<file path="config.mk">
export PLATFORM = sky130hd
export DESIGN_NAME = tri_rasterizer
export DESIGN_NICKNAME = d
export VERILOG_FILES = /design/src/raster_pkg.sv /design/src/tri_rasterizer.sv
export SDC_FILE = /design/constraint.sdc
export NUM_CORES = 2
export LEC_CHECK = 0
export BUFFER_PORTS_ARGS = -buffer_cell sky130_fd_sc_hd__buf_4
export CAP_MARGIN = 25
export CORE_MARGIN = 3
export CORE_UTILIZATION = 59
export DETAILED_ROUTE_END_ITERATION = 7
export PLACE_DENSITY = 0.78
export SETUP_SLACK_MARGIN = 0.2
export SLEW_MARGIN = 10
export SYNTH_ARGS = -nofsm -noshare
export SYNTH_HDL_FRONTEND = slang
export SYNTH_SLANG_ARGS = --single-unit
</file>
<file path="constraint.sdc">
create_clock -name S_AXI_ACLK -period 8.8 [get_ports S_AXI_ACLK]
set_input_delay 0.44 -clock S_AXI_ACLK [delete_from_list [all_inputs] [get_ports S_AXI_ACLK]]
set_output_delay 0.44 -clock S_AXI_ACLK [all_outputs]
set_load 0.1 [all_outputs]
</file>
<file path="src/raster_pkg.sv">
// frame geometry, pixel and triangle types, setup and write-port structs, controller states
package raster_pkg;

  ////////////////////
  // frame geometry, 320x240 at 8 bpp
  localparam int SCREEN_W  = 320;
  localparam int SCREEN_H  = 240;
  localparam int FB_DEPTH  = SCREEN_W * SCREEN_H;
  localparam int FB_ADDR_W = 17;
  localparam int X_W       = 9;
  localparam int Y_W       = 8;

  typedef logic [X_W-1:0] coord_x_t;
  typedef logic [Y_W-1:0] coord_y_t;

  // 3-3-2 colour, red in the top bits
  typedef struct packed {
    logic [2:0] r;
    logic [2:0] g;
    logic [1:0] b;
  } color_t;

  // black
  localparam color_t CLEAR_COLOR = '0;

  ////////////////////
  // triangle as loaded by the host
  typedef struct packed {
    coord_x_t x;
    coord_y_t y;
  } vertex_t;

  typedef struct packed {
    vertex_t v1;
    vertex_t v2;
    vertex_t v3;
    color_t  color;
  } triangle_t;

  // w = a*x + b*y + c
  typedef struct packed {
    logic signed [9:0]  a;
    logic signed [9:0]  b;
    logic signed [17:0] c;
  } edge_t;

  // inclusive pixel bounds
  typedef struct packed {
    coord_x_t x_start;
    coord_x_t x_end;
    coord_y_t y_start;
    coord_y_t y_end;
  } bbox_t;

  typedef struct packed {
    edge_t  e1;
    edge_t  e2;
    edge_t  e3;
    bbox_t  box;
    color_t color;
  } setup_t;

  // one frame-buffer write
  typedef struct packed {
    logic                 we;
    logic [FB_ADDR_W-1:0] addr;
    color_t               color;
  } fb_wr_t;

  typedef enum logic [1:0] {
    clear_buf,
    wait_tri,
    calc_edge,
    rasterize
  } ctrl_state_e;

endpackage
</file>
<file path="src/tri_rasterizer.sv">
// bounding-box scan: per-pixel edge test and frame write of covered pixels
`timescale 1ns/1ns

module tri_rasterizer import raster_pkg::*; (
  input  logic   S_AXI_ACLK,
  input  logic   S_AXI_ARESETN,
  input  logic   start,
  input  setup_t setup,
  output logic   done,
  output fb_wr_t fb_wr
);

  logic                 active;
  coord_x_t             x;
  coord_y_t             y;
  logic signed [20:0]   w1;
  logic signed [20:0]   w2;
  logic signed [20:0]   w3;
  logic                 covered;
  logic                 last_pix;
  logic [FB_ADDR_W-1:0] pix_addr;
  logic                 wr_we;
  logic [FB_ADDR_W-1:0] wr_addr;
  color_t               wr_color;

  // a*x + b*y + c, all signed
  function automatic logic signed [20:0] eval_w(edge_t e, coord_x_t px, coord_y_t py);
    return e.a * $signed({1'b0, px}) + e.b * $signed({1'b0, py}) + e.c;
  endfunction

  ////////////////////
  // edge test, either winding
  assign w1 = eval_w(setup.e1, x, y);
  assign w2 = eval_w(setup.e2, x, y);
  assign w3 = eval_w(setup.e3, x, y);

  assign covered = (w1 >= 0 && w2 >= 0 && w3 >= 0) || (w1 <= 0 && w2 <= 0 && w3 <= 0);
  assign last_pix = (x == setup.box.x_end) && (y == setup.box.y_end);
  assign pix_addr = FB_ADDR_W'(y) * FB_ADDR_W'(SCREEN_W) + FB_ADDR_W'(x);

  // scan control
  always_ff @(posedge S_AXI_ACLK) begin
    if (!S_AXI_ARESETN) begin
      active <= 1'b0;
      done   <= 1'b0;
      wr_we  <= 1'b0;
    end else begin
      done  <= 1'b0;
      wr_we <= active && covered;
      if (start) begin
        active <= 1'b1;
      end else if (active && last_pix) begin
        // done lines up with the last write
        active <= 1'b0;
        done   <= 1'b1;
      end
    end
  end

  // row-major walk, one pixel per clock
  always_ff @(posedge S_AXI_ACLK) begin
    if (start) begin
      x <= setup.box.x_start;
      y <= setup.box.y_start;
    end else if (active) begin
      wr_addr  <= pix_addr;
      wr_color <= setup.color;
      if (x == setup.box.x_end) begin
        x <= setup.box.x_start;
        y <= y + 1'b1;
      end else begin
        x <= x + 1'b1;
      end
    end
  end

  assign fb_wr = '{we: wr_we, addr: wr_addr, color: wr_color};

  // setup is steady for the scan, so every write lands in its box
  a_wr_in_box: assert property (@(posedge S_AXI_ACLK) disable iff (!S_AXI_ARESETN)
    fb_wr.we |-> (fb_wr.addr % SCREEN_W) >= setup.box.x_start &&
                 (fb_wr.addr % SCREEN_W) <= setup.box.x_end &&
                 (fb_wr.addr / SCREEN_W) >= setup.box.y_start &&
                 (fb_wr.addr / SCREEN_W) <= setup.box.y_end);

endmodule

</file>
* After elaboration in Yosys (flattened, before gate mapping) *
Index checks and enable logic that the tools add are counted.

word-level totals
  flip-flop bits (word level) = 45
  input bits = 159
  output and inout port bits = 27
  logic and storage cells = 58

cells by class
  add/sub/neg operators = 9
  multiply operators = 7
  magnitude comparators = 6
  equality and inequality tests = 2
  mux-type cells = 9
  bitwise gates (word level) = 2
  reductions and logical operators = 14

operator list
  kind                                                                                  count
  20-bit by 19-bit adder with 21-bit output                                             3
  21-bit by 18-bit adder with 21-bit output                                             3
  21-bit by 1-bit greater-or-equal comparator with 1-bit output, second input constant  3
  21-bit by 1-bit <= comparator with 1-bit output, second input constant                3
  10-bit by 10-bit multiplier with 20-bit output                                        3
  10-bit by 9-bit multiplier with 19-bit output                                         3
  9-bit two-way mux                                                                     3
  8-bit two-way mux                                                                     3
  17-bit by 9-bit adder with 17-bit output                                              1
  8-bit by 3-bit multiplier with 11-bit output, second input constant                   1
  9-bit by 1-bit adder with 9-bit output, second input constant                         1
  9-bit == test                                                                         1
  8-bit by 1-bit adder with 8-bit output, second input constant                         1
  8-bit == test                                                                         1
  1-bit logical AND                                                                     7
  2-bit nonzero test                                                                    3
  2-bit AND reduction                                                                   2
  1-bit two-way mux                                                                     3
  1-bit NOT                                                                             2
  2-bit OR reduction                                                                    1
  1-bit logical OR                                                                      1

* Depth between registers and ports, before layout *
  depth after elaboration = 8
  mapped depth = 27

* Worst setup path before layout *
Ideal clock, no wire load.

  path kind = reg2reg
  start point = register x[1]
  end point = register wr_we
  library setup time = 0.087 ns
  arrival time = 6.978 ns
  required time = 8.713 ns
  slack = 1.735 ns
  cell stages (with the launch flop) = 27
  buffers on the path = 1
  period minus slack after synthesis = 7.065 ns
  cell sequence = edfxtp_1 -> clkbuf_1 -> nand2_1 -> inv_1 -> fa_1 -> inv_1 -> fa_1 -> inv_1 -> fa_1 -> inv_1 -> fa_1 -> fa_1 -> inv_1 -> fa_1 -> inv_1 -> fa_1 -> inv_1 -> ha_1 -> nand3b_1 -> o21ai_0 -> or4_1 -> nor4_2 -> o2111ai_1 -> nor4_2 -> nand4_1 -> o41a_1 -> o31ai_1

between the ends
  cells in the longest elaborated chain, start to end = 8
  elaborated cells between the ends (all ways) = 21

RTL lines
  item                                                                                                                                     line                  RTL
  start: declaration                                                                                                                       tri_rasterizer.sv:14  coord_x_t x;
  start signal: assignment                                                                                                                 tri_rasterizer.sv:63  x <= setup.box.x_start;
  start signal: assignment                                                                                                                 tri_rasterizer.sv:69  x <= setup.box.x_start;
  start signal: assignment                                                                                                                 tri_rasterizer.sv:72  x <= x + 1'b1;
  10-bit by 10-bit multiplier with 20-bit output                                                                                           tri_rasterizer.sv:28  return e.a * $signed({1'b0, px}) + e.b * $signed({1'b0, py}) + e.c;
  20-bit by 19-bit adder with 21-bit output                                                                                                tri_rasterizer.sv:28
  21-bit by 18-bit adder with 21-bit output                                                                                                tri_rasterizer.sv:28
  21-bit by 1-bit greater-or-equal comparator with 1-bit output / 21-bit by 1-bit <= comparator with 1-bit output (equally long branches)  tri_rasterizer.sv:37  assign covered = (w1 >= 0 && w2 >= 0 && w3 >= 0) || (w1 <= 0 && w2 <= 0 && w3 <= 0);
  1-bit logical AND (2 in series)                                                                                                          tri_rasterizer.sv:37
  1-bit logical OR (*)                                                                                                                     tri_rasterizer.sv:37
  1-bit logical AND (*)                                                                                                                    tri_rasterizer.sv:49  wr_we <= active && covered;
  end signal: assignment                                                                                                                   tri_rasterizer.sv:49
  end: declaration                                                                                                                         tri_rasterizer.sv:22  logic wr_we;

Every way passes the cells marked *; elsewhere a longest branch is shown, timed or not.
A chain may end at the register's enable or synchronous reset.

* Worst setup path after layout *
  start point = register x[4]
  end point = register wr_we

Same word-level chain as after synthesis.

==> out/qor.txt <==
Share of the synthesized area in the top cell type - 47.9%
Total Routing Usage GR - 28.2%
Num ports - 186
Crit path DAT - 8.08 ns
Setup violation total in the final timing report - 0
Height of the chip - 213 um
Routability-driven placement congestion ratio - 0.947
Area of the core region - 0.0421 mm^2
Final-report hold violation count - 0
Number of distinct library cells after synthesis - 73
Die Span X - 213 um
H-tree depth - 2
DRC violations left - 0
Synthesis Warnings - 0
Number of antenna violations at the first check in global routing - 5
Cell Count, Final, Fillers Out - 3323
Detailed-route vias per instance - 5.62
Via count of the first global-routing pass - 21000
Worst Clk Skew - 0.00677 ns
Most numerous cell on the critical path - sky130_fd_sc_hd__fa_1
Filler instances - 3338
Required time reported for the critical path endpoint - 9.00 ns
Most frequent cells in the layout - sky130_fd_sc_hd__inv_1, sky130_fd_sc_hd__fa_1, sky130_fd_sc_hd__nand2_1
Hold Path Class - in2reg
Total count of max-transition violations in the final report - 0
Min Tclk post-route - 7.88 ns
Resize count post-CTS - 0
Cell area after technology mapping - 0.0253 mm^2
Reg2reg start - x[4]
Synthesized flop and latch total - 45
Number of DRC markers after the initial detailed-route iteration - 1364
PnR worst setup slack - 0.919 ns
Mean cell area of the mapped netlist - 9.51 um^2
Period utilization - 89.6%
CTS tree - done
Slew at the pin closest to its max-slew limit - 0.973 ns
Startpoint type of the worst setup path - flop
Share of cells above drive strength 1 - 8.77%
Area leader, netlist - sky130_fd_sc_hd__fa_1
Sort of element at the end of the critical path - flop
Most common cell after layout, fill and taps aside - sky130_fd_sc_hd__inv_1
Max Fclk - 127 MHz
List of cells traversed by the critical path - nand2_1 > inv_1 > fa_1 > fa_1 > inv_1 > fa_1 > fa_1 > fa_1 > inv_1 > fa_1 > inv_1 > fa_1 > inv_1 > ha_1 > o21ai_1 > a2111o_1 > nor4_1 > nand3_1 > a2111oi_2 > nand4b_1 > a2111oi_2 > a2bb2oi_1 > o31ai_1
Slowest cell delay on critical path - 0.99 ns
Worst Setup SP - x[4]
Wirelength per Cell - 18.6 um
Clock transition time at the flip-flop clock pins of the worst setup and hold paths - 0.06 ns
Total gr overflow - 0
Hold buffers post-CTS - 0
Wire length of the first global-routing pass - 102000 um
Setup Buffers After CTS - 0
Post-detailed-placement half-perimeter wirelength - 53500 um
RSZ-0062 raised after global routing - false
Number of routed nets with antenna violations - 0
Critical path peak fanout - 17
Worst slack after detailed placement - 1.03 ns
Asr flop ratio synth - 0%
Commonest register cell after synthesis - sky130_fd_sc_hd__edfxtp_1
Crit path max-delay family - adder cells
TritonRoute pass-1 iters - 6
IO Port Bufs - 185
Source-to-sink clock delay at the later pin of the worst-skew pair - 0.29 ns
Number of standard-cell rows in the floorplan - 75
Initial Util - 60.0%
Worst slew margin - 35.1%
Type of the worst setup path - reg2reg
Vias after detailed routing - 18700
Mapped Cells - 2657
Post-synth EDFFs - 42
Syn nets - 3678
Fraction of the core area covered by cells at the end of the flow - 65.0%
Pin count of the biggest net entering global routing - 37
Overall die area - 0.0453 mm^2
Number of buffers and inverters on the critical path - 5
Result of the run - finished, final reports clean
Longest Clk Path Bufs - 2
Fin Setup TNS - 0 ns
Root buffer selected by CTS - sky130_fd_sc_hd__clkbuf_16
Ranking of synthesized cells by area - sky130_fd_sc_hd__fa_1, sky130_fd_sc_hd__ha_1, sky130_fd_sc_hd__inv_1, sky130_fd_sc_hd__and2_1, sky130_fd_sc_hd__edfxtp_1
Max-Cap Viols - 0
Instance count after placement with tap cells included - 3309
Routed wire length - 61600 um
TritonCTS buffer count - 5
Register area share after synthesis - 5.23%
Hold Startpoint - setup[1]
Slowest-stage cell, CP - sky130_fd_sc_hd__edfxtp_1
Number of nets at the end of the flow - 3801
Area Growth Syn to Fin - 8.41%
Clock net sink count - 45
-- through the flow --
| step | cell area, um^2 | hold slack, ns |
|---|---|---|
| finish | 27400 | 0.325 |
| global route | 27400 | 0.321 |
| CTS | 27300 | 0.321 |
| detailed placement | 27200 | 0.619 |
| global placement | 27100 | 0.618 |
| floorplan | 25300 | 0.424 |
-- layout make-up --
cell class	instances	area [um^2]	area share (%)
Timing Repair Buffer	215	1670	6.11
Clock inverter	3	46.3	0.169
Sequential cell	45	1320	4.82
Tap cell	539	674	2.46
Inverter	615	2310	8.43
Antenna cell	3	7.51	0.0274
Clock buffer	5	125	0.457
Multi-Input combinational cell	1898	21200	77.5
-- flip-flops by register name, summed over array words and instances, names as in the netlist --
register  cells
wr_addr      17
done          1
fb_wr         8
y             8
active        1
wr_we         1
x             9
-- cells by family (layout without fill, tap and decap cells) --
group,Yosys count,after routing,share of synthesized area (%)
other cells,0,3,0
compound gates,226,226,6.04
fa+ha+maj,862,862,60.7
simple gates,716,716,14.0
buf+inv,714,838,10.7
flops,45,45,5.23
mux,8,8,0.332
xor+xnor,86,86,2.98
-- per-layer routing --
metal,vias to the layer above,GRT usage [%],share of wire [%]
li1,8300,-,-
met1,9392,35.6,38
met2,822,49.1,50
met3,169,4.55,7.8
met4,4,11.1,4.1
met5,-,0,0.050
-- path summary, 6_finish.rpt --
path | end | slack (ns) | cells past startpoint
setup reg to reg | wr_we | 0.92 | 23
hold reg to reg | done | 0.72 | 2
hold / removal | fb_wr[1] | 0.33 | 1
setup / recovery | wr_we | 0.92 | 23
-- synth_stat cells (all sizes together), types with 11 or more instances --
| cell | instances |
|---|---|
| inv | 615 |
| fa | 605 |
| nand2 | 330 |
| ha | 257 |
| and2 | 214 |
| clkbuf | 71 |
| a21oi | 66 |
| xnor2 | 61 |
| nor2 | 50 |
| o21ai | 45 |
| edfxtp | 42 |
| buf | 28 |
| nand3 | 25 |
| xor2 | 25 |
| a21o | 20 |
| nor2b | 14 |
| a211oi | 13 |
| nor3 | 12 |
| nand2b | 11 |
Power is left out: the tool's default activity adds up to more than one toggle a clock period on the data nets, which glitch-free logic cannot reach.
