File: src/wb_regs_pkg.sv
// wishbone request/response structs, register map and status bit positions
package wb_regs_pkg;

  localparam int WB_ADR_W = 4;
  localparam int WB_DAT_W = 32;

  ////////////////////
  // host to slave, held until ack
  typedef struct packed {
    logic                cyc;
    logic                stb;
    logic                we;
    logic [WB_ADR_W-1:0] adr;
    logic [WB_DAT_W-1:0] dat;
  } wb_req_t;

  // slave to host
  typedef struct packed {
    logic                ack;
    logic [WB_DAT_W-1:0] dat;
  } wb_rsp_t;

  ////////////////////
  // word addresses
  typedef enum logic [WB_ADR_W-1:0] {
    REG_V1X    = 4'd0,
    REG_V1Y    = 4'd1,
    REG_V2X    = 4'd2,
    REG_V2Y    = 4'd3,
    REG_V3X    = 4'd4,
    REG_V3Y    = 4'd5,
    REG_COLOR  = 4'd6,
    REG_GO     = 4'd7,
    REG_STATUS = 4'd8
  } reg_addr_e;

  // status word bits
  localparam int STAT_PENDING = 0;
  localparam int STAT_BUSY    = 1;

endpackage

File: src/raster_pkg.sv
// frame geometry, pixel and triangle types, setup and write-port structs, controller states
package raster_pkg;

  ////////////////////
  // frame geometry, 320x240 at 8 bpp
  localparam int SCREEN_W  = 320;
  localparam int SCREEN_H  = 240;
  localparam int FB_DEPTH  = SCREEN_W * SCREEN_H;
  localparam int FB_ADDR_W = 17;
  localparam int X_W       = 9;
  localparam int Y_W       = 8;

  typedef logic [X_W-1:0] coord_x_t;
  typedef logic [Y_W-1:0] coord_y_t;

  // 3-3-2 colour, red in the top bits
  typedef struct packed {
    logic [2:0] r;
    logic [2:0] g;
    logic [1:0] b;
  } color_t;

  // black
  localparam color_t CLEAR_COLOR = '0;

  ////////////////////
  // triangle as loaded by the host
  typedef struct packed {
    coord_x_t x;
    coord_y_t y;
  } vertex_t;

  typedef struct packed {
    vertex_t v1;
    vertex_t v2;
    vertex_t v3;
    color_t  color;
  } triangle_t;

  // w = a*x + b*y + c
  typedef struct packed {
    logic signed [9:0]  a;
    logic signed [9:0]  b;
    logic signed [17:0] c;
  } edge_t;

  // inclusive pixel bounds
  typedef struct packed {
    coord_x_t x_start;
    coord_x_t x_end;
    coord_y_t y_start;
    coord_y_t y_end;
  } bbox_t;

  typedef struct packed {
    edge_t  e1;
    edge_t  e2;
    edge_t  e3;
    bbox_t  box;
    color_t color;
  } setup_t;

  // one frame-buffer write
  typedef struct packed {
    logic                 we;
    logic [FB_ADDR_W-1:0] addr;
    color_t               color;
  } fb_wr_t;

  typedef enum logic [1:0] {
    clear_buf,
    wait_tri,
    calc_edge,
    rasterize
  } ctrl_state_e;

endpackage
File: src/tri_regfile.sv
// wishbone classic slave: staging registers, one-entry pending triangle slot, status read-back
`timescale 1ns/1ns

module tri_regfile import raster_pkg::*, wb_regs_pkg::*; (
  input  logic      S_AXI_ACLK,
  input  logic      S_AXI_ARESETN,
  input  wb_req_t   wb_req,
  output wb_rsp_t   wb_rsp,
  output logic      tri_valid,
  output triangle_t tri_data,
  input  logic      tri_ready,
  input  logic      busy
);

  reg_addr_e           req_addr;
  logic                hit;
  logic                go_wr;
  logic                accept;
  logic                wr_acc;
  logic                go_acc;
  logic                ack_q;
  logic [WB_DAT_W-1:0] rd_data;
  logic [WB_DAT_W-1:0] rd_q;
  triangle_t           stg;
  triangle_t           pend;

  assign req_addr = reg_addr_e'(wb_req.adr);

  ////////////////////
  // request decode
  // ack cycle itself is not a new request
  assign hit    = wb_req.cyc && wb_req.stb && !ack_q;
  assign go_wr  = wb_req.we && (req_addr == REG_GO);
  // GO waits while the slot is full, unless the controller takes it this cycle
  assign accept = hit && !(go_wr && tri_valid && !tri_ready);
  assign wr_acc = accept && wb_req.we;
  assign go_acc = wr_acc && (req_addr == REG_GO);

  // read mux, fields zero-extended
  always_comb begin
    rd_data = '0;
    case (req_addr)
      REG_V1X:    rd_data[X_W-1:0] = stg.v1.x;
      REG_V1Y:    rd_data[Y_W-1:0] = stg.v1.y;
      REG_V2X:    rd_data[X_W-1:0] = stg.v2.x;
      REG_V2Y:    rd_data[Y_W-1:0] = stg.v2.y;
      REG_V3X:    rd_data[X_W-1:0] = stg.v3.x;
      REG_V3Y:    rd_data[Y_W-1:0] = stg.v3.y;
      REG_COLOR:  rd_data[7:0]     = stg.color;
      REG_STATUS: begin
        rd_data[STAT_PENDING] = tri_valid;
        rd_data[STAT_BUSY]    = busy;
      end
      // GO and unmapped words read 0
      default: ;
    endcase
  end

  ////////////////////
  // ack and pending flag
  always_ff @(posedge S_AXI_ACLK) begin
    if (!S_AXI_ARESETN) begin
      ack_q     <= 1'b0;
      tri_valid <= 1'b0;
    end else begin
      ack_q <= accept;
      if (go_acc) begin
        tri_valid <= 1'b1;
      end else if (tri_valid && tri_ready) begin
        tri_valid <= 1'b0;
      end
    end
  end

  // staging regs, slot contents, read data
  always_ff @(posedge S_AXI_ACLK) begin
    if (wr_acc) begin
      case (req_addr)
        REG_V1X:   stg.v1.x  <= wb_req.dat[X_W-1:0];
        REG_V1Y:   stg.v1.y  <= wb_req.dat[Y_W-1:0];
        REG_V2X:   stg.v2.x  <= wb_req.dat[X_W-1:0];
        REG_V2Y:   stg.v2.y  <= wb_req.dat[Y_W-1:0];
        REG_V3X:   stg.v3.x  <= wb_req.dat[X_W-1:0];
        REG_V3Y:   stg.v3.y  <= wb_req.dat[Y_W-1:0];
        REG_COLOR: stg.color <= color_t'(wb_req.dat[7:0]);
        default: ;
      endcase
    end
    if (go_acc) begin
      pend <= stg;
    end
    if (accept && !wb_req.we) begin
      rd_q <= rd_data;
    end
  end

  assign wb_rsp   = '{ack: ack_q, dat: rd_q};
  assign tri_data = pend;

  // every ack answers a strobe seen the cycle before
  a_ack_after_req: assert property (@(posedge S_AXI_ACLK) disable iff (!S_AXI_ARESETN)
    ack_q |-> $past(wb_req.cyc && wb_req.stb));

  // slot holds its triangle until the controller takes it
  a_valid_held: assert property (@(posedge S_AXI_ACLK) disable iff (!S_AXI_ARESETN)
    tri_valid && !tri_ready |=> tri_valid && $stable(tri_data));

endmodule

File: config.mk
export PLATFORM = sky130hd
export DESIGN_NAME = tri_regfile
export DESIGN_NICKNAME = d
export VERILOG_FILES = /design/src/wb_regs_pkg.sv /design/src/raster_pkg.sv /design/src/tri_regfile.sv
export SDC_FILE = /design/constraint.sdc
export NUM_CORES = 1
export LEC_CHECK = 0
export BUFFER_PORTS_ARGS = -buffer_cell sky130_fd_sc_hd__buf_2
export CORE_MARGIN = 8
export CORE_UTILIZATION = 30
export DETAILED_ROUTE_END_ITERATION = 16
export HOLD_SLACK_MARGIN = 0.05
export PLACE_DENSITY = 0.62
export SETUP_SLACK_MARGIN = 0.1
export SLEW_MARGIN = 25
export SYNTH_ARGS = -nofsm -noshare
export SYNTH_HDL_FRONTEND = slang
export SYNTH_SLANG_ARGS = --single-unit
File: constraint.sdc
create_clock -name S_AXI_ACLK -period 4.75 [get_ports S_AXI_ACLK]
set_input_delay 0.475 -clock S_AXI_ACLK [delete_from_list [all_inputs] [get_ports S_AXI_ACLK]]
set_output_delay 0.475 -clock S_AXI_ACLK [all_outputs]
set_load 0.01 [all_outputs]
## After elaboration in Yosys (flattened, before gate mapping)

Cells that the tools add are included.

- Register bits: 129
- Word-level logic and storage cells: 57
- Output and inout port bits: 93
- Input bits: 43

- Muxes and demuxes: 5
- Reductions and logical operators: 23
- Eq/ne operators: 8

Operators with widths:

| cell | count |
|---|---|
| $pmux 6 s7 | 1 |
| $eq 4x3->1 const B | 4 |
| $pmux 2 s8 | 1 |
| $reduce_and 2->1 | 7 |
| $logic_and 1x1->1 | 10 |
| $eq 4x2->1 const B | 2 |
| $eq 4x1->1 const B | 1 |
| $eq 4x4->1 const B | 1 |
| $logic_not 1->1 | 4 |
| $logic_not 4->1 | 1 |
| $pmux 1 s3 | 1 |
| $mux 1 | 2 |
| $reduce_bool 2->1 | 1 |

## Depth between registers and ports, before layout

- Depth in word-level cells: 9
- Gate-level depth with buffers: 6
- Depth with buffers taken out: 4

## Worst setup path after synthesis

OpenSTA, ideal clock, no wires.

- Kind: input port to flip-flop
- Start: in wb_req[33] (netlist bit)
- End: reg pend, in the netlist tri_data[0], enable pin
- Setup time: 0.477 ns
- Stages: 4
- Setup slack: 0.740 ns
- Required time: 4.273 ns
- Arrival time: 3.533 ns
- Path buffers: 2
- Cell sequence: buf_6 > clkbuf_1 > nand4_1 > nor2_1

- Word-level cells in the longest chain between the ends: 8

Ends and longest elaborated chain:

| element | RTL line | source |
|---|---|---|
| start: declaration | tri_regfile.sv:7 | `input wb_req_t wb_req,` |
| $eq 4x3->1 (*) | tri_regfile.sv:33, tri_regfile.sv:37 |  |
| $logic_and 1x1->1 | tri_regfile.sv:33 | `assign go_wr = wb_req.we && (req_addr == REG_GO);` |
| $logic_and 1x1->1 (2 in series) | tri_regfile.sv:35 | `assign accept = hit && !(go_wr && tri_valid && !tri_ready);` |
| $logic_not 1->1 | tri_regfile.sv:35 |  |
| $logic_and 1x1->1 | tri_regfile.sv:35 |  |
| $logic_and 1x1->1 | tri_regfile.sv:36 | `assign wr_acc = accept && wb_req.we;` |
| $logic_and 1x1->1 (*) | tri_regfile.sv:37 | `assign go_acc = wr_acc && (req_addr == REG_GO);` |
| named net go_acc | tri_regfile.sv:20 | `logic go_acc;` |
| end signal: assignment | tri_regfile.sv:90 | `pend <= stg;` |
| end: declaration | tri_regfile.sv:25 | `triangle_t pend;` |

The timed path passes the listed nets; every way through them passes the cells marked *.
A chain may end at the register's enable or synchronous reset.

## Worst setup path after layout

- Start: in wb_req[33] (netlist bit)
- End: reg stg[34] (netlist bit), enable pin

- Word-level cells in the longest chain between the ends: 8
- Elaborated cells on any way between the ends: 9
- Those cells by class: eq/ne: 2; reduce/logical: 7

Ends and longest elaborated chain:

| element | RTL line | source |
|---|---|---|
| $eq 4x3->1 | tri_regfile.sv:33 |  |
| $logic_and 1x1->1 | tri_regfile.sv:33 |  |
| $logic_and 1x1->1 (2 in series) | tri_regfile.sv:35 |  |
| $logic_not 1->1 | tri_regfile.sv:35 |  |
| $logic_and 1x1->1 | tri_regfile.sv:35 |  |
| $logic_and 1x1->1 | tri_regfile.sv:36 |  |
| $reduce_and 2->1 (no source line) (*) | -- |  |
| end: declaration | tri_regfile.sv:24 | `triangle_t stg;` |

Mark *: on every way between the ends. The rest lies on a longest branch, timed or not.

==> impl_metrics.tcl <==
set metrics [dict create \
    yosysMostFrequentCell "edfxtp_1" \
    power_leakage_uw 0.00217 \
    cts_tree "built" \
    use_met3_pct 4.13 \
    criticalPathCategory "input port to flip-flop" \
    clkSinkCount 129 \
    setup_viol 0 \
    insertion_delay_ns 0.41 \
    r2r-start "tri_valid$_SDFFE_PN0P_" \
    die_h_um 142 \
    startpoint "wb_req[33]" \
    vias 2539 \
    seq_area_frac_synth_pct 80.9 \
    clk_pin_slew_ns 0.05 \
    ir_worst_vdd_v 0.000194 \
    synth.cells.most_frequent "edfxtp_1 (127), buf_4 (24), mux2i_1 (13), nor2_1 (12), nand2_1 (10)" \
    yosysTopAreaCell "edfxtp_1" \
    critPathMaxFanout 26 \
    grt_overflow 0 \
    cp-end-kind "flip-flop" \
    ys_async_sr_fraction_pct 0 \
    drc 0 \
    routedWlPerCell_um 19.0 \
    rsz0062_at_grt "no" \
    grt_max_degree 31 \
    synth_seq_cells 129 \
    yosysWarnings 0 \
    maxSlewViolCount 0 \
    firstDrtPassIters 4 \
    die_w_um 142 \
    cts_buffer_depth 2 \
    via_per_inst 4.27 \
    num_rows 46 \
    synth_top_area_share_pct 80.0 \
    gp_congestion 0.779 \
    ys_types 45 \
    timing.rr.end "tri_data[49]$_DFFE_PP_" \
    fin_crit_ns 2.25 \
    syn_to_final_growth_pct 25.8 \
    antenna_cells 0 \
    stdcell_area_um2 5990 \
    dpl_cell_area_um2 5370 \
    whs_path_depth 1 \
    top_usage_layer "met2" \
    reg2reg_slack_ns 2.89 \
    grtUsageTotal_pct 11.6 \
    hold_path.class "input port to flip-flop" \
    ant_nets 0 \
    htreeDepth 4 \
    post_cts_resized 0 \
    antenna_found_initial 0 \
    maxCapViolCount 0 \
    die_area_um2 20200 \
    io_buffers 89 \
    outcome "finished, final reports clean" \
    synth_area_um2 4760 \
    cp.arrival_ns 2.28 \
    layout.nets 409 \
    ctsRootBufferMaster "clkbuf_16" \
    io_pins 136 \
    cts_buffers 17 \
    p_per_area_nw_per_um2 445 \
    synthTopCellsByArea "edfxtp_1 (80%), buf_4 (3.8%), mux2i_1 (2.7%), nor2_1 (0.95%), dfxtp_1 (0.84%)" \
    hold_viol 0 \
    met2_usage_pct 18.6 \
    syn_avg_cell_area_um2 17.9 \
    fin_worst_skew_ns 0.00568 \
    drtIter0Drc 157 \
    min_period_over_period_pct 47.3 \
    critical_path_required_ns 4.78 \
    slew_headroom_pct 52.2 \
    grt_pass1_vias 2825 \
    cts_hold_buf 0 \
    cts_setup_buffers 0 \
    worst_r2r_path_depth 4 \
    dpl.hpwl_um 7760 \
    tightest_slew_ns 0.715 \
    synth_edf_count 127 \
    cp-endpoint "stg[34]$_DFFE_PP_" \
    use_met1_pct 14.0 \
    core-area_um2 15700 \
    max_freq_mhz 445 \
    drive_above_1_share_pct 34.0 \
    grt_pass1_wl_um 16900 \
    initial_core_util_pct 30.3 \
    drt-total-wl_um 11300 \
    syn-instance-count 266 \
    critPathLaunchType "input port" \
    synth-main-ff-cell "edfxtp_1" \
    fin_setup_tns_ns 0 \
]
-- sequential cells by signal, summed over array words and instances, names as in the netlist --
register,count
ack_q,1
stg,59
rd_q,9
tri_valid,1
tri_data,59
-- critical path: stages --
cell and delay [ns]:
buf_2 0.44, nor2b_1 0.66, and3_1 0.69
-- worst min-delay path by stage --
stage	startpoint	end	slack, ns
after floorplan	stg[35]$_DFFE_PP_	tri_data[35]$_DFFE_PP_	0.42
after global placement	stg[35]$_DFFE_PP_	tri_data[35]$_DFFE_PP_	0.43
after detailed placement	stg[35]$_DFFE_PP_	tri_data[35]$_DFFE_PP_	0.43
after CTS	wb_req[8]	stg[24]$_DFFE_PP_	0.26
after global routing	wb_req[8]	stg[24]$_DFFE_PP_	0.27
final	wb_req[8]	stg[24]$_DFFE_PP_	0.28
-- logic make-up after synthesis --
logic type | Yosys count | synth area share (%)
buf+inv | 36 | 5.04
other cells | 1 | 0.0787
mux | 17 | 3.91
flops | 129 | 80.9
simple gates | 56 | 6.15
compound gates | 27 | 3.94
-- layout make-up --
| cell class | count | area, µm² |
|---|---|---|
| Multi-Input combinational cell | 123 | 763 |
| Inverter | 1 | 3.75 |
| Clock buffer | 18 | 429 |
| Timing Repair Buffer | 94 | 483 |
| Sequential cell | 129 | 3850 |
| Tap cell | 216 | 270 |
| Clock inverter | 14 | 190 |
| Fill cell | 1479 | 9720 |
-- power by group --
group	internal, µW	total, µW	switching (µW)	leakage (µW)
clock network	875	1340	461	0.000288
logic	24.4	80.4	56.0	0.000728
registers	1250	1250	2.83	0.00116
total	2150	2670	520	0.00217
-- per-stage QoR --
| stage | setup WS, ns | utilization (%) | std cells | hold WS [ns] | power, µW |
|---|---|---|---|---|---|
| after floorplan | 0.740 | - | 288 | 0.419 | 1340 |
| after global placement | 1.97 | 34.2 | 563 | 0.427 | 1350 |
| after detailed placement | 2.00 | 34.2 | 563 | 0.431 | 1360 |
| after CTS | 2.44 | 38.1 | 595 | 0.259 | 2690 |
| after global routing | 2.34 | 38.1 | 595 | 0.267 | 2750 |
| final | 2.50 | 38.1 | 595 | 0.279 | 2670 |
-- cell usage in the layout (no fill, tap or decap), types with 3 or more instances in the layout --
cell        Yosys  final
edfxtp_1      127    127
buf_2           6     89
conb_1          1     23
clkbuf_16       0     17
mux2i_1        13     13
nand2_1        10     10
nor2_1         12     10
a21oi_1         7      7
nor3_1          7      7
and3_1          6      6
clkinvlp_4      0      5
buf_4          24      5
nand3_1         4      4
bufinv_16       0      4
nand2b_1        3      3
o21ai_1         3      3
mux2_1          3      3
clkinv_2        0      3
-- routing by layer --
metal	vias to the layer above	routed length (µm)
li1	1185	-
met1	1238	4880
met2	102	5400
met3	14	866
met4	0	144
met5	-	0
No activity file was read; power rests on OpenSTA's default activity.
