==> config.mk <==
export PLATFORM = sky130hd
export DESIGN_NAME = edge_setup
export DESIGN_NICKNAME = d
export VERILOG_FILES = /design/src/raster_pkg.sv /design/src/edge_setup.sv
export SDC_FILE = /design/constraint.sdc
export NUM_CORES = 1
export LEC_CHECK = 0
export BUFFER_PORTS_ARGS = -buffer_cell sky130_fd_sc_hd__buf_2
export CORE_ASPECT_RATIO = 0.75
export CORE_MARGIN = 10
export CORE_UTILIZATION = 25
export CTS_BUF_LIST = sky130_fd_sc_hd__clkbuf_4
export DETAILED_ROUTE_END_ITERATION = 16
export PLACE_DENSITY = 0.37
export SYNTH_ARGS = -nofsm -noshare
export SYNTH_HDL_FRONTEND = slang
export SYNTH_SLANG_ARGS = --single-unit
==> constraint.sdc <==
create_clock -name S_AXI_ACLK -period 8.7 [get_ports S_AXI_ACLK]
set_clock_uncertainty 0.1 [all_clocks]
set_input_delay 0 -clock S_AXI_ACLK [delete_from_list [all_inputs] [get_ports S_AXI_ACLK]]
set_output_delay 0 -clock S_AXI_ACLK [all_outputs]
set_load 0.01 [all_outputs]
==> src/raster_pkg.sv <==
// frame geometry, pixel and triangle types, setup and write-port structs, controller states
package raster_pkg;

  ////////////////////
  // frame geometry, 320x240 at 8 bpp
  localparam int SCREEN_W  = 320;
  localparam int SCREEN_H  = 240;
  localparam int FB_DEPTH  = SCREEN_W * SCREEN_H;
  localparam int FB_ADDR_W = 17;
  localparam int X_W       = 9;
  localparam int Y_W       = 8;

  typedef logic [X_W-1:0] coord_x_t;
  typedef logic [Y_W-1:0] coord_y_t;

  // 3-3-2 colour, red in the top bits
  typedef struct packed {
    logic [2:0] r;
    logic [2:0] g;
    logic [1:0] b;
  } color_t;

  // black
  localparam color_t CLEAR_COLOR = '0;

  ////////////////////
  // triangle as loaded by the host
  typedef struct packed {
    coord_x_t x;
    coord_y_t y;
  } vertex_t;

  typedef struct packed {
    vertex_t v1;
    vertex_t v2;
    vertex_t v3;
    color_t  color;
  } triangle_t;

  // w = a*x + b*y + c
  typedef struct packed {
    logic signed [9:0]  a;
    logic signed [9:0]  b;
    logic signed [17:0] c;
  } edge_t;

  // inclusive pixel bounds
  typedef struct packed {
    coord_x_t x_start;
    coord_x_t x_end;
    coord_y_t y_start;
    coord_y_t y_end;
  } bbox_t;

  typedef struct packed {
    edge_t  e1;
    edge_t  e2;
    edge_t  e3;
    bbox_t  box;
    color_t color;
  } setup_t;

  // one frame-buffer write
  typedef struct packed {
    logic                 we;
    logic [FB_ADDR_W-1:0] addr;
    color_t               color;
  } fb_wr_t;

  typedef enum logic [1:0] {
    clear_buf,
    wait_tri,
    calc_edge,
    rasterize
  } ctrl_state_e;

endpackage
==> src/edge_setup.sv <==
// two-stage triangle setup: three edge equations, then the clamped bounding box
`timescale 1ns/1ns

module edge_setup import raster_pkg::*; (
  input  logic      S_AXI_ACLK,
  input  logic      S_AXI_ARESETN,
  input  logic      start,
  input  triangle_t tri_data,
  output logic      done,
  output setup_t    setup
);

  triangle_t tri_q;
  logic      s1_vld;
  bbox_t     box_c;

  // edge vi -> vj; a = yi-yj, b = xj-xi, c = xi*yj - xj*yi
  // 20-bit unsigned math, truncation leaves two's complement
  function automatic edge_t edge_of(vertex_t vi, vertex_t vj);
    edge_t       e;
    logic [19:0] p_ij;
    logic [19:0] p_ji;
    p_ij = 20'(vi.x) * 20'(vj.y);
    p_ji = 20'(vj.x) * 20'(vi.y);
    e.a  = 10'({2'b00, vi.y} - {2'b00, vj.y});
    e.b  = 10'({1'b0, vj.x} - {1'b0, vi.x});
    e.c  = 18'(p_ij - p_ji);
    return e;
  endfunction

  function automatic coord_x_t min3(coord_x_t p, coord_x_t q, coord_x_t r);
    coord_x_t m;
    m = (p < q) ? p : q;
    return (m < r) ? m : r;
  endfunction

  function automatic coord_x_t max3(coord_x_t p, coord_x_t q, coord_x_t r);
    coord_x_t m;
    m = (p > q) ? p : q;
    return (m > r) ? m : r;
  endfunction

  // pull into screen range
  function automatic coord_x_t clamp(coord_x_t v, int lim);
    return (v > lim) ? X_W'(lim) : v;
  endfunction

  ////////////////////
  // bbox from the latched vertices, y widened to share min3/max3
  always_comb begin
    box_c.x_start = clamp(min3(tri_q.v1.x, tri_q.v2.x, tri_q.v3.x), SCREEN_W - 1);
    box_c.x_end   = clamp(max3(tri_q.v1.x, tri_q.v2.x, tri_q.v3.x), SCREEN_W - 1);
    box_c.y_start = Y_W'(clamp(min3(X_W'(tri_q.v1.y), X_W'(tri_q.v2.y), X_W'(tri_q.v3.y)),
                               SCREEN_H - 1));
    box_c.y_end   = Y_W'(clamp(max3(X_W'(tri_q.v1.y), X_W'(tri_q.v2.y), X_W'(tri_q.v3.y)),
                               SCREEN_H - 1));
  end

  // stage flags
  always_ff @(posedge S_AXI_ACLK) begin
    if (!S_AXI_ARESETN) begin
      s1_vld <= 1'b0;
      done   <= 1'b0;
    end else begin
      s1_vld <= start;
      done   <= s1_vld;
    end
  end

  // stage 1 edges, stage 2 box and colour
  always_ff @(posedge S_AXI_ACLK) begin
    if (start) begin
      tri_q    <= tri_data;
      setup.e1 <= edge_of(tri_data.v1, tri_data.v2);
      setup.e2 <= edge_of(tri_data.v2, tri_data.v3);
      setup.e3 <= edge_of(tri_data.v3, tri_data.v1);
    end
    if (s1_vld) begin
      setup.box   <= box_c;
      setup.color <= tri_q.color;
    end
  end

endmodule

Yosys cells after proc, flatten, opt, wreduce, memory -nomap -nowiden
Index checks and enable logic that the tools add are counted.
- $add $sub $neg: 9
- multiply operators: 6
- $lt $le $gt $ge: 12
- muxes and demuxes: 8
- operators by type and width (cell ; count):
    multiplier 9 x 8 -> 17 bit ; 6
    subtractor 17 x 17 -> 18 bit ; 3
    2-to-1 mux 9 bit ; 4
    2-to-1 mux 8 bit ; 4
    subtractor 9 x 9 -> 10 bit ; 3
    subtractor 8 x 8 -> 9 bit ; 3
    > comparator 9 bit ; 2
    > comparator 9 bit (second input constant) ; 2
    less-than comparator 9 bit ; 2
    > comparator 8 bit ; 2
    > comparator 8 bit (second input constant) ; 2
    less-than comparator 8 bit ; 2
- register bits after elaboration: 217
- input bits: 62
- word-level logic and storage cells: 62

Longest topological paths before layout
Gate-level depths: netlist (run 1).
- word-level depth: 5
- gate-level depth with buffers: 23
- mapped depth without buffers: 22

Least setup slack after synthesis (run 1)
Ideal clock, no wire load.
- path kind: input to register
- from: input tri_data[47] (netlist bit)
- to: register setup[59] (netlist bit) (data pin)
- library setup time: 0.261 ns
- arrival time: 5.385 ns
- required time: 8.339 ns
- slack: 2.954 ns
- stages on the path: 23
- path buffers: 2
- path through: clkbuf_1 -> inv_1 -> clkbuf_1 -> nor2_1 -> fa_1 -> inv_1 -> fa_1 -> fa_1 -> inv_1 -> fa_1 -> fa_1 -> inv_1 -> fa_1 -> inv_1 -> ha_1 -> o21a_1 -> nor2_1 -> a21oi_1 -> a2111oi_0 -> o21bai_1 -> a21oi_1 -> o21ai_0 -> xnor2_1
- word-level cells in the longest chain between the ends: 2
- RTL lines (what ; line ; text):
    start: declaration ; edge_setup.sv:8 ; input triangle_t tri_data,
    multiplier 9 x 8 -> 17 bit ; edge_setup.sv:23 ; p_ij = 20'(vi.x) * 20'(vj.y);
    subtractor 17 x 17 -> 18 bit ; edge_setup.sv:27 ; e.c = 18'(p_ij - p_ji);
    end: declaration ; edge_setup.sv:10 ; output setup_t setup
Every way passes these cells.
A chain may end at the register's enable or synchronous reset.

Worst setup path in the final report (run 1)
- from: input tri_data[17] (netlist bit)
- to: register setup[59] (netlist bit) (data pin)
Same word-level chain as after synthesis.

==> results of run 1 <==
==> placed cells by master, fill, tap and decap left out, types with 19 or more instances in the layout <==
cell / Yosys / routed
a21o_1: 38 / 38
a21oi_1: 53 / 53
buf_2: 3 / 217
clkbuf_4: 0 / 86
clkinv_1: 15 / 25
dlygate4sd3_1: 0 / 96
edfxtp_1: 212 / 212
fa_1: 345 / 345
ha_1: 301 / 301
inv_1: 560 / 560
mux2_2: 22 / 22
nand2_1: 270 / 270
nor2_1: 277 / 277
nor2b_1: 19 / 19
o21ai_0: 53 / 53
xnor2_1: 50 / 50
xor2_1: 24 / 24
==> power by group through the flow <==
stage | Sequential, mW | Combinational (mW) | Clock [mW]
final | 2.02 | 9.90 | 0.970
after global routing | 2.05 | 11.4 | 1.09
after CTS | 2.03 | 10.2 | 1.03
after detailed placement | 2.04 | 10.1 | 0
after global placement | 2.05 | 10.2 | 0
after floorplan | 2.13 | 7.09 | 0
==> stage by stage <==
stage	area, sq um	utilization	hold WS (ps)	worst slack, ps
after floorplan	24700	-	-1.13	2950
after global placement	27200	0.279	77.7	1840
after detailed placement	27200	0.279	78.8	1920
after CTS	28900	0.297	6.55	1910
after global routing	28900	0.297	19.6	1440
final	29000	0.297	114	1790
==> repair_timing <==
item,in CTS,in global routing
endpoints found under the hold margin,169,0
buffers inserted,0,0
hold buffers,96,0
==> layout make-up <==
cell class	count	area share
well taps	1313	0.0567
clock buffers	86	0.0223
multi-input cells	1625	0.547
inverters	578	0.0749
diodes	6	0.000518
clock inverters	20	0.00367
repair buffers	325	0.0740
flip-flops and latches	214	0.221
==> cells in the mapped netlist (10+ instances only) <==
cell | number | share of area
a21boi_0 | 12 | 0.0036
a21o_1 | 38 | 0.012
a21oi_1 | 53 | 0.011
a31oi_1 | 11 | 0.0028
and3_1 | 10 | 0.0025
clkbuf_1 | 60 | 0.0091
clkinv_1 | 15 | 0.0023
edfxtp_1 | 212 | 0.26
fa_1 | 345 | 0.28
ha_1 | 301 | 0.15
inv_1 | 560 | 0.085
mux2_2 | 22 | 0.010
nand2_1 | 270 | 0.041
nand2b_1 | 16 | 0.0041
nand3_1 | 13 | 0.0026
nand4_1 | 10 | 0.0025
nor2_1 | 277 | 0.042
nor2b_1 | 19 | 0.0048
nor3_1 | 14 | 0.0028
o211ai_1 | 14 | 0.0043
o21ai_0 | 53 | 0.011
xnor2_1 | 50 | 0.018
xor2_1 | 24 | 0.0085
==> registers in the layout, indices dropped and copies added (netlist names) <==
register  flops
done          1
s1_vld        1
setup       153
tri_q        59
==> final timing paths <==
path                            cells past startpoint   endpoint          from
worst max-delay path                               25  setup[59]  tri_data[17]
worst min-delay path                                2  tri_q[33]  tri_data[33]
worst max register to register                     15  setup[20]     tri_q[46]
worst min register to register                      0   setup[6]      tri_q[6]
==> cells by family (layout without fill, tap and decap cells) <==
family	after synthesis	after routing
xor gates and xnor gates	74	74
and+or+nand+nor	647	647
other	0	6
muxes	30	30
DFF	214	214
buffers and inverters	648	1009
adders and majority gates	646	646
AOI/OAI and AO/OA	228	228
==> worst max-delay path, stage by stage <==
cell,delay [ps]
dlygate4sd3_1,540
buf_2,100
dlygate4sd3_1,540
buf_4,250
clkinv_1,460
nor2_1,260
fa_1,430
inv_1,80
fa_1,430
fa_1,510
inv_1,50
fa_1,560
fa_1,520
inv_1,50
fa_1,480
inv_1,50
ha_1,320
o21a_1,130
nor2_1,80
a21oi_1,60
a2111oi_0,710
o21bai_1,130
a21oi_1,320
o21ai_0,170
xnor2_1,150
==> per-layer routing <==
layer	part of all wire	wire length, um	global-route usage
met5	0.00013	12	0
met2	0.43	40900	0.254
met3	0.065	6140	0.0321
met4	0.026	2430	0.0429
met1	0.48	44900	0.243
==> results.toml, run 1 <==
[logic_synthesis]
synth-simple-area-share = 0.108
synth_sequential_area_ratio = 0.260
post_synth_instance_area_sq_um = 24700
syn_inst = 2487
post_synth_num_cell_types = 60
synth-compound-area-share = 0.0608
dominant_combinational_cell_family_by_area_after_synthesis = "adder cells"
syn_avg_cell_area_sq_um = 9.93
yosysWarnings = 0
synth-xor-area-share = 0.0263
muxShareOfSynthArea = 0.0139
synth-adder-area-share = 0.432
asyncSetResetFlopFracSynth = 0
mappedNetlistNets = 3195
synth_enable_flop_cells = 212
synth_seq_cells = 214
top_ff_cell_synth = "edfxtp_1"

[route]
num_vias = 18501
drc_errors = 0
drt_pre_antenna_iters = 7
drtIter0Drc = 1381
average_wire_per_cell_in_the_routed_design_um = 22.6
detail-route-antenna-nets = 0
totalWireLength_um = 94300
viasPerCell = 4.44

[sta]
aggregate_negative_setup_slack_ps = 0
finalWorstPathRequiredPeriod_ps = 6910
max-slew-margin-rel = 0.273
setup_viol_count_final = 0
max_frequency_mhz = 145
unrepaired_setup_endpoints_after_global_routing = "false"
layout_worst_path_cycle_share = 0.795
report.final.hold_viol_count = 0
drv_slew = 0
worstMarginPinSlew_ps = 1090

[global_route]
grt_pass1_wl_um = 138000
gr-usage-all-layers = 0.168
globalRouteOverflowTotal = 0
antenna_violations_before_repair = 4
grt_max_degree = 72
first_global_vias = 19770

[worst_setup_path]
setup_slack_on_the_worst_flop_to_flop_path_ps = 3590
start_kind = "input pin"
timing_worst_setup_path_type = "in2reg"
timing.critical_path.to_type = "flop"
cp.required_ps = 9190
worst_ep_arrival_time_ps = 7410
critical_path.max_fanout = 12

[worst_hold_path]
holdCritPathClass = "in2reg"

[cells_and_area]
multi_input_comb_area_sq_um = 15800
seq_area_sq_um = 6410
final_cell_count_no_fill = 4167
layout-drive-gt1-share = 0.129
num-fill-cells = 10437
area.growth.synth_to_final_pct = 17.3
final_nets = 3513

[place]
port_buffers = 218
post-place-cells = 3959
place_congestion = 0.904
place_hpwl_um = 74100

[pwr]
power_density_nw_per_um2 = 445
p_leak_nw = 14.0
power_switching_share = 0.488
share_seq_of_total_power = 0.156
irDropWorstVdd_mv = 0.481
power.clock.fraction = 0.075
power.combinational.fraction = 0.768
net-switching-power_mw = 6.29
cell_internal_pwr_mw = 6.60
totalPowerFinal_mw = 12.9

[clocking]
cts_h_tree_depth = 2
cts_sinks = 214
clock_latency_ps = 900
ctsLongestPathBuffers = 3
root_buffer = "clkbuf_4"
numCtsBuffers = 61
cts_tree = "built"
cts_repair_resize_count = 0
clkTransAtPathRegs_ps = 60

[floorplanning]
top_level_ports = 219
floorplan.die_area_sq_um = 112000
floorplan.die.height_um = 292
floorplan.core_area_sq_um = 97600
die_x_um = 383
fp-row-count = 99
start_util = 0.253

[run]
max_cap_viol_count = 0

[status]
outcome = "complete, no violations"
Note: power is estimated with default switching activity, not from simulation.
==> inputs of run 2 (changes only) <==
PLACE_DENSITY = 0.38   (was 0.37)
clock period = 5.9 ns   (was 8.7 ns; I/O delays follow)
==> run 2 against run 1 <==
Power grew 75%; register-to-register slack lost 2600 ps; highest routed layer unchanged; largest cell class unchanged; critical path depth shrank 4; setup slack lost 1700 ps.
==> results.toml, run 2 (synthesis results as in run 1) <==
[status]
outcome = "complete, no violations"

[worst_setup_path]
r2r-end = "setup[37]"
r2r.worst_path.cells = 14
buffers_inverters_on_critical_path = 5
start_kind = "input pin"
critical-path-top-cell-by-count = "fa_1"
setup_slack_on_the_worst_flop_to_flop_path_ps = 980
timing_worst_setup_path_type = "in2reg"
timing.critical_path.to_type = "flop"
critical-path-slowest-cell = "dlygate4sd3_1"
worst_ep_arrival_time_ps = 6290
regToRegStartpoint = "tri_q[56]"
cp.required_ps = 6430
critical_path.cell_chain = "dlygate4sd3_1, buf_2, dlygate4sd3_1, buf_6, nand2_1, fa_1, fa_1, fa_1, fa_1, fa_1, fa_1, ha_1, or3_1, o21ai_0, a211o_1, a31oi_1, buf_4, and2_4, o21a_1, nor2_1, xnor2_2"
critical_path.max_fanout = 10
cpLargestDelayFamily = "adder cells"
cp_slowest_stage_delay_ps = 590

[sta]
unrepaired_setup_endpoints_after_global_routing = "false"
drv_slew = 0
worstMarginPinSlew_ps = 1120
max_frequency_mhz = 173
setup_ws_ps = 135
report.final.hold_viol_count = 0
finalWorstPathRequiredPeriod_ps = 5760
setup_viol_count_final = 0
layout_worst_path_cycle_share = 0.977
aggregate_negative_setup_slack_ps = 0
max-slew-margin-rel = 0.255
finalHoldWorstSlack_ps = 97.9

[floorplanning]
floorplan.core_area_sq_um = 97600
start_util = 0.253
floorplan.die.height_um = 292
floorplan.die_area_sq_um = 112000
fp-row-count = 99
die_x_um = 383
top_level_ports = 219

[place]
place_congestion = 0.889
place_hpwl_um = 78700
place_worst_setup_slack_ps = -150
post-place-cells = 4191
port_buffers = 218
placement.cell_area_sq_um = 29200

[clocking]
cts_tree = "built"
clock_latency_ps = 960
ctsLongestPathBuffers = 3
numCtsBuffers = 70
clkTransAtPathRegs_ps = 60
root_buffer = "clkbuf_4"
cts_h_tree_depth = 3
cts_sinks = 214

[pwr]
p_leak_nw = 15.3
power_density_nw_per_um2 = 725
totalPowerFinal_mw = 22.6
irDropWorstVdd_mv = 0.939

[global_route]
antenna_violations_before_repair = 4
grt_pass1_wl_um = 141000
grt_max_degree = 126
gr-usage-all-layers = 0.172
first_global_vias = 20678
globalRouteOverflowTotal = 0

[route]
drtIter0Drc = 1229
drt_pre_antenna_iters = 5
detail-route-antenna-nets = 0
drc_errors = 0
viasPerCell = 4.35
totalWireLength_um = 95700
average_wire_per_cell_in_the_routed_design_um = 21.6
num_vias = 19250

[cells_and_area]
final_core_density = 0.320
seq_area_sq_um = 6410
multi_input_comb_area_sq_um = 15900
area.growth.synth_to_final_pct = 26.4
layout-drive-gt1-share = 0.203
biggestRegsByFlops = "setup: 153 flops, tri_q: 59 flops"
num-fill-cells = 10288
final_cell_count_no_fill = 4430
final_nets = 3765
finish.instance_area_sq_um = 31200
regMostFlops = "setup"
max_ffs_per_register = 153
most-common-layout-cells = "inv_1 (560), fa_1 (344), ha_1 (300)"
mostFrequentLayoutCell = "inv_1"

[worst_hold_path]
worst_hold_path.endpoint = "tri_q[31]"
holdCritPathClass = "in2reg"
hold-path-cell-count = 3
holdCritStartpoint = "tri_data[31]"

[run]
max_cap_viol_count = 0
[run 2: cell count changes in the layout (fill, tap and decap cells not counted), sizes merged]
| cell | before | now |
|---|---|---|
| buf | 228 | 462 |
| dlygate4sd3 | 96 | 104 |
| inv | 564 | 567 |
| diode | 6 | 9 |
| clkbuf | 87 | 102 |
[run 2: report_power, final]
group / internal [mW] / switching [mW] / leakage, nW
Combinational: 8.75 / 9.30 / 12.7
Clock: 0.786 / 0.803 / 0.529
Sequential: 2.86 / 0.107 / 2.08
Total: 12.4 / 10.2 / 15.3
[run 2: worst max path at each step]
| stage | from | to | depth (start not counted) |
|---|---|---|---|
| final | tri_data[28] | setup[95] | 21 |
| after global routing | tri_data[10] | setup[59] | 21 |
| after CTS | tri_data[24] | setup[95] | 22 |
| after detailed placement | tri_data[13] | setup[95] | 22 |
| after global placement | tri_data[19] | setup[59] | 23 |
| after floorplan | tri_data[47] | setup[59] | 23 |
[run 2: routing by layer]
layer	track usage	up-vias	routed length (um)
met5	0	-	17
met3	0.0388	101	6090
met2	0.261	532	41800
li1	-	8978	-
met4	0.0388	2	1870
met1	0.245	9637	45900
[run 2: repair_timing]
item | in CTS | in global routing
gates resized for setup | 0 | 22
hold buffers | 104 | 1
setup buffers | 0 | 3
hold endpoints to repair | 293 | 1
setup endpoints to repair | 0 | 9
[run 2: area by class of cell]
type	instances	share of cell area
Inverter	578	0.0695
Tap cell	1313	0.0526
Clock buffer	100	0.0241
Antenna cell	9	0.000722
Multi-Input combinational cell	1625	0.509
Sequential cell	214	0.205
Timing Repair Buffer	568	0.135
Clock inverter	23	0.00369
[run 2: worst min-delay path, stage by stage]
cell           delay, ps
dlygate4sd3_1        530
buf_2                210
buf_12               190
